===== src/starfield_pkg.sv =====
package starfield_pkg;

    // Each star layer runs a 23-bit maximal-length style shift register.
    localparam int LFSR_W = 23;

    // APB byte offsets of the scroll registers.
    localparam logic [11:0] REG_HPOS0 = 12'h000;  // horizontal scroll of layer 0.
    localparam logic [11:0] REG_VPOS0 = 12'h004;  // vertical scroll of layer 0.
    localparam logic [11:0] REG_HPOS1 = 12'h008;  // horizontal scroll of layer 1.
    localparam logic [11:0] REG_VPOS1 = 12'h00c;  // vertical scroll of layer 1.

    // Default raster geometry for a typical arcade monitor.
    localparam int H_TOTAL  = 512;  // pixels per line including blanking.
    localparam int H_ACTIVE = 384;  // visible pixels per line.
    localparam int V_TOTAL  = 262;  // lines per frame including blanking.
    localparam int V_ACTIVE = 224;  // visible lines per frame.
    localparam int CEN_DIV  = 4;    // system clocks per pixel.

    // Scroll registers as written by the host.
    typedef struct packed {
        logic [8:0] hpos0;  // pre-step count of layer 0.
        logic [8:0] vpos0;  // line offset of layer 0.
        logic [8:0] hpos1;  // pre-step count of layer 1.
        logic [8:0] vpos1;  // line offset of layer 1.
    } scroll_regs_t;

    // Raster state shared by the star layers and the outside consumer.
    typedef struct packed {
        logic       hb;       // horizontal blanking.
        logic       vb;       // vertical blanking.
        logic       pxl_cen;  // one-clock pixel enable.
        logic [8:0] vdump;    // current line number.
    } raster_t;

    // Star codes of both layers.
    // Bits 8:7 are zero, 6:4 hold the colour and 3:0 the intensity.
    // An intensity of 4'hf marks a transparent pixel.
    typedef struct packed {
        logic [8:0] star0;  // code of layer 0.
        logic [8:0] star1;  // code of layer 1.
    } star_pix_t;

endpackage


===== src/star_regs.sv =====
module star_regs
    import starfield_pkg::*;
(
    input  logic         clk,
    input  logic         rst_n,
    input  logic [11:0]  paddr,    // byte address within the register block.
    input  logic         psel,     // the slave is selected.
    input  logic         penable,  // high in the access phase.
    input  logic         pwrite,   // high for a write transfer.
    input  logic [31:0]  pwdata,   // only the low nine bits are stored.
    output logic [31:0]  prdata,   // read data, valid during access.
    output logic         pready,   // transfers never wait.
    output logic         pslverr,  // raised for unmapped or unaligned addresses.
    output scroll_regs_t regs      // scroll values for both layers.
);

    scroll_regs_t regs_q;  // storage for the four scroll registers.
    logic         access;  // the transfer is in its access phase.
    logic         hit;     // the address matches one of the four offsets.
    logic [3:0]   wr_sel;  // one-hot register select for writes.
    logic [8:0]   rd_val;  // value of the addressed register.

    assign access = psel & penable;  // setup cycles have no side effects.

    // Address decode.
    // Only the four exact offsets hit, so any unaligned address misses too.
    always_comb begin
        hit    = 1'b1;
        wr_sel = 4'b0000;
        rd_val = 9'd0;
        case (paddr)
            REG_HPOS0: begin
                wr_sel = 4'b0001;       // first layer horizontal scroll.
                rd_val = regs_q.hpos0;
            end
            REG_VPOS0: begin
                wr_sel = 4'b0010;       // first layer vertical scroll.
                rd_val = regs_q.vpos0;
            end
            REG_HPOS1: begin
                wr_sel = 4'b0100;       // second layer horizontal scroll.
                rd_val = regs_q.hpos1;
            end
            REG_VPOS1: begin
                wr_sel = 4'b1000;       // second layer vertical scroll.
                rd_val = regs_q.vpos1;
            end
            default: begin
                hit = 1'b0;             // the slave answers with an error.
            end
        endcase
    end

    // Writes take effect on the edge that closes the access phase.
    always_ff @(posedge clk) begin
        if (!rst_n) begin
            regs_q <= '0;  // all scroll offsets start at zero.
        end else if (access && pwrite) begin
            if (wr_sel[0]) begin
                regs_q.hpos0 <= pwdata[8:0];
            end
            if (wr_sel[1]) begin
                regs_q.vpos0 <= pwdata[8:0];
            end
            if (wr_sel[2]) begin
                regs_q.hpos1 <= pwdata[8:0];
            end
            if (wr_sel[3]) begin
                regs_q.vpos1 <= pwdata[8:0];
            end
        end
    end

    // Read data is zero-extended and stays zero outside a good read.
    assign prdata  = (access && !pwrite && hit) ? {23'd0, rd_val} : 32'd0;
    assign pslverr = access & ~hit;  // the error is only flagged during access.
    assign pready  = 1'b1;           // zero wait states on every transfer.
    assign regs    = regs_q;

endmodule


===== src/raster_timing.sv =====
module raster_timing
    import starfield_pkg::*;
#(
    parameter int H_TOTAL  = starfield_pkg::H_TOTAL,   // pixels per line.
    parameter int H_ACTIVE = starfield_pkg::H_ACTIVE,  // visible pixels per line.
    parameter int V_TOTAL  = starfield_pkg::V_TOTAL,   // lines per frame.
    parameter int V_ACTIVE = starfield_pkg::V_ACTIVE,  // visible lines per frame.
    parameter int CEN_DIV  = starfield_pkg::CEN_DIV    // clocks per pixel.
) (
    input  logic    clk,
    input  logic    rst_n,
    output raster_t raster
);

    localparam int CW = (CEN_DIV > 1) ? $clog2(CEN_DIV) : 1;  // divider width.
    localparam int HW = $clog2(H_TOTAL + 1);                   // pixel counter width.

    localparam logic [CW-1:0] CEN_LAST = CW'(CEN_DIV - 1);  // last divider state.
    localparam logic [HW-1:0] H_LAST   = HW'(H_TOTAL - 1);  // last pixel of a line.
    localparam logic [HW-1:0] H_ACT    = HW'(H_ACTIVE);     // first blanked pixel.
    localparam logic [8:0]    V_LAST   = 9'(V_TOTAL - 1);   // last line of a frame.
    localparam logic [8:0]    V_ACT    = 9'(V_ACTIVE);      // first blanked line.

    logic [CW-1:0] cen_cnt;  // clock divider for the pixel enable.
    logic [HW-1:0] hcnt;     // pixel position within the line.
    logic [8:0]    vcnt;     // line position within the frame.
    logic          pxl_cen;  // one pulse every CEN_DIV clocks.

    assign pxl_cen = (cen_cnt == CEN_LAST);  // a divider of one keeps it high.

    always_ff @(posedge clk) begin
        if (!rst_n) begin
            cen_cnt <= '0;
            hcnt    <= '0;  // the raster starts at line 0, pixel 0.
            vcnt    <= '0;
        end else begin
            cen_cnt <= pxl_cen ? '0 : cen_cnt + CW'(1);
            if (pxl_cen) begin
                if (hcnt == H_LAST) begin
                    hcnt <= '0;                                  // wrap to a new line.
                    vcnt <= (vcnt == V_LAST) ? 9'd0 : vcnt + 9'd1;
                end else begin
                    hcnt <= hcnt + HW'(1);
                end
            end
        end
    end

    // The blanking flags come straight from the counters.
    always_comb begin
        raster.hb      = (hcnt >= H_ACT);  // right of the visible area.
        raster.vb      = (vcnt >= V_ACT);  // below the visible area.
        raster.pxl_cen = pxl_cen;
        raster.vdump   = vcnt;             // the line number seeds the layers.
    end

endmodule


===== src/star_lfsr.sv =====
module star_lfsr
    import starfield_pkg::*;
#(
    parameter int LAYER = 0  // selects the seed pattern of this layer.
) (
    input  logic              clk,
    input  logic              rst_n,
    input  raster_t           raster,  // blanking flags, pixel enable and line.
    input  logic [8:0]        hpos,    // number of steps taken during blanking.
    input  logic [8:0]        vpos,    // offset added to the line number.
    output logic [LFSR_W-1:0] poly     // current shift register state.
);

    localparam logic LB = (LAYER != 0);  // layer 1 inverts part of the seed.

    logic              load;       // any blanking holds the layer in load.
    logic              last_load;  // load as seen on the previous clock.
    logic              load_edge;  // first clock of a blanking period.
    logic [8:0]        cnt;        // remaining pre-steps.
    logic              cnt_hi;     // pre-steps are still pending.
    logic [8:0]        v;          // scrolled line number.
    logic [LFSR_W-1:0] seed;       // reload value for this line.
    logic              shift;      // advance the register on this clock.
    logic              feedback;   // bit inserted at the bottom.

    assign load      = raster.hb | raster.vb;
    assign load_edge = load & ~last_load;
    assign cnt_hi    = |cnt;
    assign v         = vpos + raster.vdump;  // the sum wraps at nine bits.

    // The top nibble mixes the layer pattern with the scrolled line.
    // The middle holds two rotated slices of the same sum.
    // The bottom ten bits keep the register away from the all-zero state.
    assign seed = {
        {LB, ~LB, ~LB, LB} ^ {v[3:2], v[7:6]},
        v[3:0],
        v[8:4],
        10'h155 ^ {10{LB}}
    };

    // Blanking clocks only shift while pre-steps remain.
    // Active video shifts once per pixel.
    assign shift    = load ? cnt_hi : raster.pxl_cen;
    assign feedback = ~(poly[21] ^ poly[17]);  // XNOR taps at 22 and 18.

    always_ff @(posedge clk) begin
        if (!rst_n) begin
            poly      <= '0;
            cnt       <= '0;
            last_load <= 1'b0;
        end else begin
            last_load <= load;
            if (load_edge) begin
                poly <= seed;  // the reseed wins over any pending step.
                cnt  <= hpos;  // horizontal scroll becomes the step count.
            end else if (shift) begin
                poly <= {poly[LFSR_W-2:0], feedback};
                if (cnt_hi) begin
                    cnt <= cnt - 9'd1;  // leftover steps also drain in active video.
                end
            end
        end
    end

endmodule


===== src/star_shade.sv =====
module star_shade
    import starfield_pkg::*;
(
    input  logic              clk,
    input  logic              rst_n,
    input  logic [LFSR_W-1:0] poly0,  // register state of layer 0.
    input  logic [LFSR_W-1:0] poly1,  // register state of layer 1.
    output star_pix_t         pix     // registered star codes.
);

    localparam logic [8:0] NO_STAR = 9'h00f;  // colour zero and transparent.

    star_pix_t pix_next;  // codes for the current register states.

    // A star shows only when the nine middle bits are all set.
    // The colour field is passed through even for empty pixels.
    function automatic logic [8:0] shade(input logic [LFSR_W-1:0] p);
        logic       bright;
        logic [3:0] level;
        bright = &p[15:7];
        level  = bright ? p[3:0] : 4'hf;
        return {2'b00, p[6:4], level};
    endfunction

    always_comb begin
        pix_next.star0 = shade(poly0);
        pix_next.star1 = shade(poly1);
    end

    // One register stage so the codes line up one clock after each pixel enable.
    always_ff @(posedge clk) begin
        if (!rst_n) begin
            pix.star0 <= NO_STAR;
            pix.star1 <= NO_STAR;
        end else begin
            pix <= pix_next;
        end
    end

endmodule


===== src/starfield_top.sv =====
module starfield_top
    import starfield_pkg::*;
#(
    parameter int H_TOTAL  = starfield_pkg::H_TOTAL,   // pixels per line.
    parameter int H_ACTIVE = starfield_pkg::H_ACTIVE,  // visible pixels per line.
    parameter int V_TOTAL  = starfield_pkg::V_TOTAL,   // lines per frame.
    parameter int V_ACTIVE = starfield_pkg::V_ACTIVE,  // visible lines per frame.
    parameter int CEN_DIV  = starfield_pkg::CEN_DIV    // clocks per pixel.
) (
    input  logic        clk,
    input  logic        rst_n,
    input  logic [11:0] paddr,
    input  logic        psel,
    input  logic        penable,
    input  logic        pwrite,
    input  logic [31:0] pwdata,
    output logic [31:0] prdata,
    output logic        pready,
    output logic        pslverr,
    output star_pix_t   pix,        // star codes of both layers.
    output raster_t     raster_out  // raster state for aligning the pixels.
);

    scroll_regs_t      regs;    // scroll values from the host.
    raster_t           raster;  // timing shared by both layers.
    logic [LFSR_W-1:0] poly0;   // state of layer 0.
    logic [LFSR_W-1:0] poly1;   // state of layer 1.

    star_regs u_regs (
        .clk     (clk),
        .rst_n   (rst_n),
        .paddr   (paddr),
        .psel    (psel),
        .penable (penable),
        .pwrite  (pwrite),
        .pwdata  (pwdata),
        .prdata  (prdata),
        .pready  (pready),
        .pslverr (pslverr),
        .regs    (regs)
    );

    raster_timing #(
        .H_TOTAL  (H_TOTAL),
        .H_ACTIVE (H_ACTIVE),
        .V_TOTAL  (V_TOTAL),
        .V_ACTIVE (V_ACTIVE),
        .CEN_DIV  (CEN_DIV)
    ) u_raster (
        .clk    (clk),
        .rst_n  (rst_n),
        .raster (raster)
    );

    // The two layers differ only in their seed pattern and scroll values.
    star_lfsr #(.LAYER(0)) u_lfsr0 (
        .clk    (clk),
        .rst_n  (rst_n),
        .raster (raster),
        .hpos   (regs.hpos0),
        .vpos   (regs.vpos0),
        .poly   (poly0)
    );

    star_lfsr #(.LAYER(1)) u_lfsr1 (
        .clk    (clk),
        .rst_n  (rst_n),
        .raster (raster),
        .hpos   (regs.hpos1),
        .vpos   (regs.vpos1),
        .poly   (poly1)
    );

    star_shade u_shade (
        .clk   (clk),
        .rst_n (rst_n),
        .poly0 (poly0),
        .poly1 (poly1),
        .pix   (pix)
    );

    assign raster_out = raster;  // the pixel codes lag this by one clock.

endmodule


===== config.mk =====
export PLATFORM = sky130hd
export DESIGN_NAME = starfield_top
export DESIGN_NICKNAME = d
export VERILOG_FILES = /design/src/starfield_pkg.sv /design/src/star_regs.sv /design/src/raster_timing.sv /design/src/star_lfsr.sv /design/src/star_shade.sv /design/src/starfield_top.sv
export SDC_FILE = /design/constraint.sdc
export NUM_CORES = 1
export LEC_CHECK = 0
export CORE_AREA = 2 2 171 173
export CTS_CLUSTER_DIAMETER = 120
export CTS_CLUSTER_SIZE = 30
export DETAILED_ROUTE_END_ITERATION = 10
export DIE_AREA = 0 0 173 175
export DONT_BUFFER_PORTS = 1
export MAX_ROUTING_LAYER = met4
export SETUP_SLACK_MARGIN = 0.15
export SYNTH_ARGS = -nofsm -noshare
export SYNTH_HDL_FRONTEND = slang
export SYNTH_SLANG_ARGS = --single-unit

===== constraint.sdc =====
create_clock -name clk -period 2.2 [get_ports clk]
set_clock_uncertainty 0.05 [all_clocks]
set_input_delay 0.44 -clock clk [delete_from_list [all_inputs] [get_ports clk]]
set_output_delay 0.44 -clock clk [all_outputs]
set_load 0.03 [all_outputs]

==> results.md <==
- Status: finished, violations left
- Failing checks: negative setup slack
- Drt pass-1 iters: 5
- Starting density of the core: 23.81%
- Register area share after synthesis: just under 40%
- Port buffer count: 0
- Crit path capture type: output port
- Share of power burned in combinational logic: 5.0%
- Die height: 175 um
- Int Pwr: 4.283 mW
- Footprint of the multi-input gates: roughly 4000 sq um
- Total CTS buffers: 17
- Clock power frac: 52.6%
- Mapped Avg Cell Area: 8.537 sq um
- H-tree levels: 4
- Crit Path Class: in2out
- P&R area growth vs syn: 28.28%
- Critical Path AT: between 1.5 and 2 ns
- DIE AREA: 30280 sq um
- RSZ-0062 raised after global routing: yes
- Post-synth top flop: dfxtp_1
- Cell taking the most area after synthesis: dfxtp_1
- Latest clock arrival within the worst-skew pair: about 0.44 ns
- Min Hold Slack: about 0.086 ns
- Post-synth cell types: between 60 and 70
- First-pass GRT wire length: 29470 um
- Total global routing track utilization: between 10% and 20%
- Rel. slew slack: 51.59%
- Synth top area share: 39.67%
- HP Class: in2reg
- Hold_buf cts: 0
- Flop pwr share: 42.4%
- I/O pins: 113
- Worst Setup Start Kind: input port
- Rows: 62
- Sw power: 1.476 mW
- Synthesized area: just under 7000 sq um
- CTS max path bufs: 2
- Worst vdd ir: 522.3 uV
- Switching share of power: between 20% and 30%
- Seq cells post-synth: between 100 and 150
- Pwr Density: 664.0 nW/um^2
- Tcrit/Tclk final: 105.1%
- Number of nets with antenna violations after routing: 0
- Layout cells sized above 1: 22.53%
- Largest cells by area after synthesis: dfxtp_1, mux2i_1, nand2_1
- Critical Path Fanout Max: 5
- Static Leak: 3.225 nW
- Vias per inst: 4.647
- Register Area: 2709 sq um
- CTS root buffer: clkbuf_16
- GRT Residual Overflow: 0
- Via Count: 5786
- Die W: 173 um
- Fin. max-slew vios: 0
- Max cap viols: 0
- Routed WL: 18580 um
- Fmax achieved: roughly 0.43 GHz
- Initial DRC Count: around 420
- Filler instances: 3020
- Final core utilization: 30.55%
- CORE AREA: 28390 sq um
- Slew @ Worst Pin: 0.7228 ns
- Pin count of the biggest net entering global routing: 71
- HPWL Detailed: 13080 um
- Setup ws final: -0.1114 ns
- Final hold viol count: 0
- Worst EP required: 1.71 ns
- Nets: 923
- Synth async-reset ratio: 0%
- # DRC: 0
- YS warnings: 0
- Endpoints failing setup: 9
- CTS tree: yes
- Clk slew on worst S/H paths: 0.07 ns
- Syn Inst Count: 792
- Final min period: 2.311 ns
- Drt wl/cell: 14.92 um
- Total power: 5.759 mW
- Post-synth EDFFs: 0
- Vias in the first global route: 5516
- Clock sinks: 134
- Final GP Congestion: 0.8820
- Antenna diode count: 0
- Initial antenna violation count: 0
## power by group through the flow
stage                     logic [mW]  registers (mW)  clock network, mW
after floorplan                0.246            2.50                  0
after global placement         0.243            2.50                  0
after detailed placement       0.244            2.50                  0
after CTS                      0.272            2.44               3.10
after global routing           0.309            2.44               3.20
final                          0.288            2.44               3.03
## repair_timing
item	CTS	global route
resized for setup	32	30
hold endpoints to repair	0	0
pin swaps	23	24
cloned	4	2
setup endpoints to repair	34	72
setup buffers	7	4
## per-stage QoR
stage | instance area, sq um | TNS, ns | worst slack (ns) | cells
floorplan | 7023 | -0.9515 | -0.1123 | 818
global placement | 7640 | -0.5024 | -0.1184 | 1196
detailed placement | 7640 | -0.5039 | -0.1209 | 1196
CTS | 8498 | -0.2113 | -0.06447 | 1239
global route | 8673 | -1.711 | -0.2146 | 1245
finish | 8673 | -0.7108 | -0.1114 | 1245
## state kept, by name, indices dropped and copies added, names as in the netlist
| name | count |
|---|---|
| u_lfsr1.cnt | 9 |
| u_lfsr0.last_load | 1 |
| u_lfsr0.cnt | 9 |
| u_raster.vcnt | 9 |
| u_regs.regs | 36 |
| u_lfsr1.poly | 22 |
| u_shade.pix | 14 |
| u_lfsr0.poly | 22 |
| u_raster.cen_cnt | 2 |
| u_raster.hcnt | 10 |
## cells by family (layout without fill, tap and decap cells)
family / after synthesis / after routing / synth area share (%)
AOI/OAI and AO/OA: 179 / 179 / 16.58
xor gates and xnor gates: 38 / 38 / 4.922
adders and majority gates: 26 / 26 / 5.033
buffers and inverters: 89 / 130 / 7.254
DFF: 134 / 134 / 39.67
muxes: 43 / 43 / 6.384
other: 2 / 28 / 0.1111
and+or+nand+nor: 281 / 283 / 20.04
## cell usage in the layout (no fill, tap or decap), types with 5 or more instances in the layout
cell type,Yosys,routed
a22oi_1,18,12
nor2_2,1,6
dfxtp_1,134,123
and2_1,7,6
nor2_1,68,63
dfxtp_4,0,5
inv_1,19,13
conb_1,2,28
inv_8,0,7
nand4_1,22,22
nor3_1,20,18
and3_1,5,5
a22oi_2,0,6
nand2b_1,14,12
nor4_1,9,6
nand3_1,13,12
a21oi_1,69,60
o211ai_1,5,5
xor2_1,16,16
ha_1,24,21
a211oi_1,10,6
a21oi_2,0,8
a211oi_2,1,5
a31oi_1,14,14
buf_6,1,17
inv_2,0,5
buf_4,29,52
clkbuf_16,0,18
buf_12,2,6
nand2_1,94,94
o21ai_0,32,28
mux2i_1,42,40
dfxtp_2,0,6
xnor2_1,22,22
## critical path, stage by stage
cell	delay, ns
nor4_4	0.30
nand4b_1	0.25
nor2_2	0.21
buf_6	0.15
a22oi_2	0.08
a21oi_2	0.22
buf_6	0.17
## synth_stat cells (4+ instances only)
library cell  instances
dfxtp_1             134
nand2_1              94
a21oi_1              69
nor2_1               68
mux2i_1              42
o21ai_0              32
buf_4                29
clkbuf_1             28
ha_1                 24
nand4_1              22
xnor2_1              22
nor3_1               20
inv_1                19
a22oi_1              18
xor2_1               16
a31oi_1              14
nand2b_1             14
nand3_1              13
a211oi_1             10
nor4_1                9
and2_1                7
a21o_1                6
buf_2                 6
and3_1                5
o211ai_1              5
or3_1                 5
buf_1                 4
## layer usage
| metal | vias up | track usage (%) | part of all wire, % | routed length, um |
|---|---|---|---|---|
| met5 | - | - | 0 | 0 |
| met4 | 0 | 5.650 | 2.2 | 402 |
| met3 | 25 | 2.524 | 5.1 | 950 |
| met2 | 138 | 19.08 | 44 | 8229 |
| met1 | 2744 | 16.37 | 48 | 8998 |
| li1 | 2879 | - | - | - |
## layout make-up
| class | instances | area share (%) |
|---|---|---|
| clock inverter | 15 | 2.294 |
| multi-input combinational | 597 | 46.09 |
| inverter | 19 | 0.8656 |
| tap | 384 | 5.540 |
| clock buffer | 17 | 4.905 |
| sequential | 134 | 31.23 |
| timing repair buffer | 79 | 9.074 |
## final timing paths
check	from	endpoint	slack, ns	cells past startpoint
max	paddr[1]	prdata[0]	-0.11	7
min	rst_n	u_lfsr0.poly[16]$_SDFFE_PN0P_	0.09	2
max reg2reg	u_lfsr0.cnt[1]$_SDFFE_PN0P_	u_lfsr0.poly[17]$_SDFFE_PN0P_	0.08	9
min reg2reg	u_raster.cen_cnt[0]$_SDFF_PP0_	u_raster.cen_cnt[0]$_SDFF_PP0_	0.38	1
Note: power is estimated with default switching activity, not from simulation.
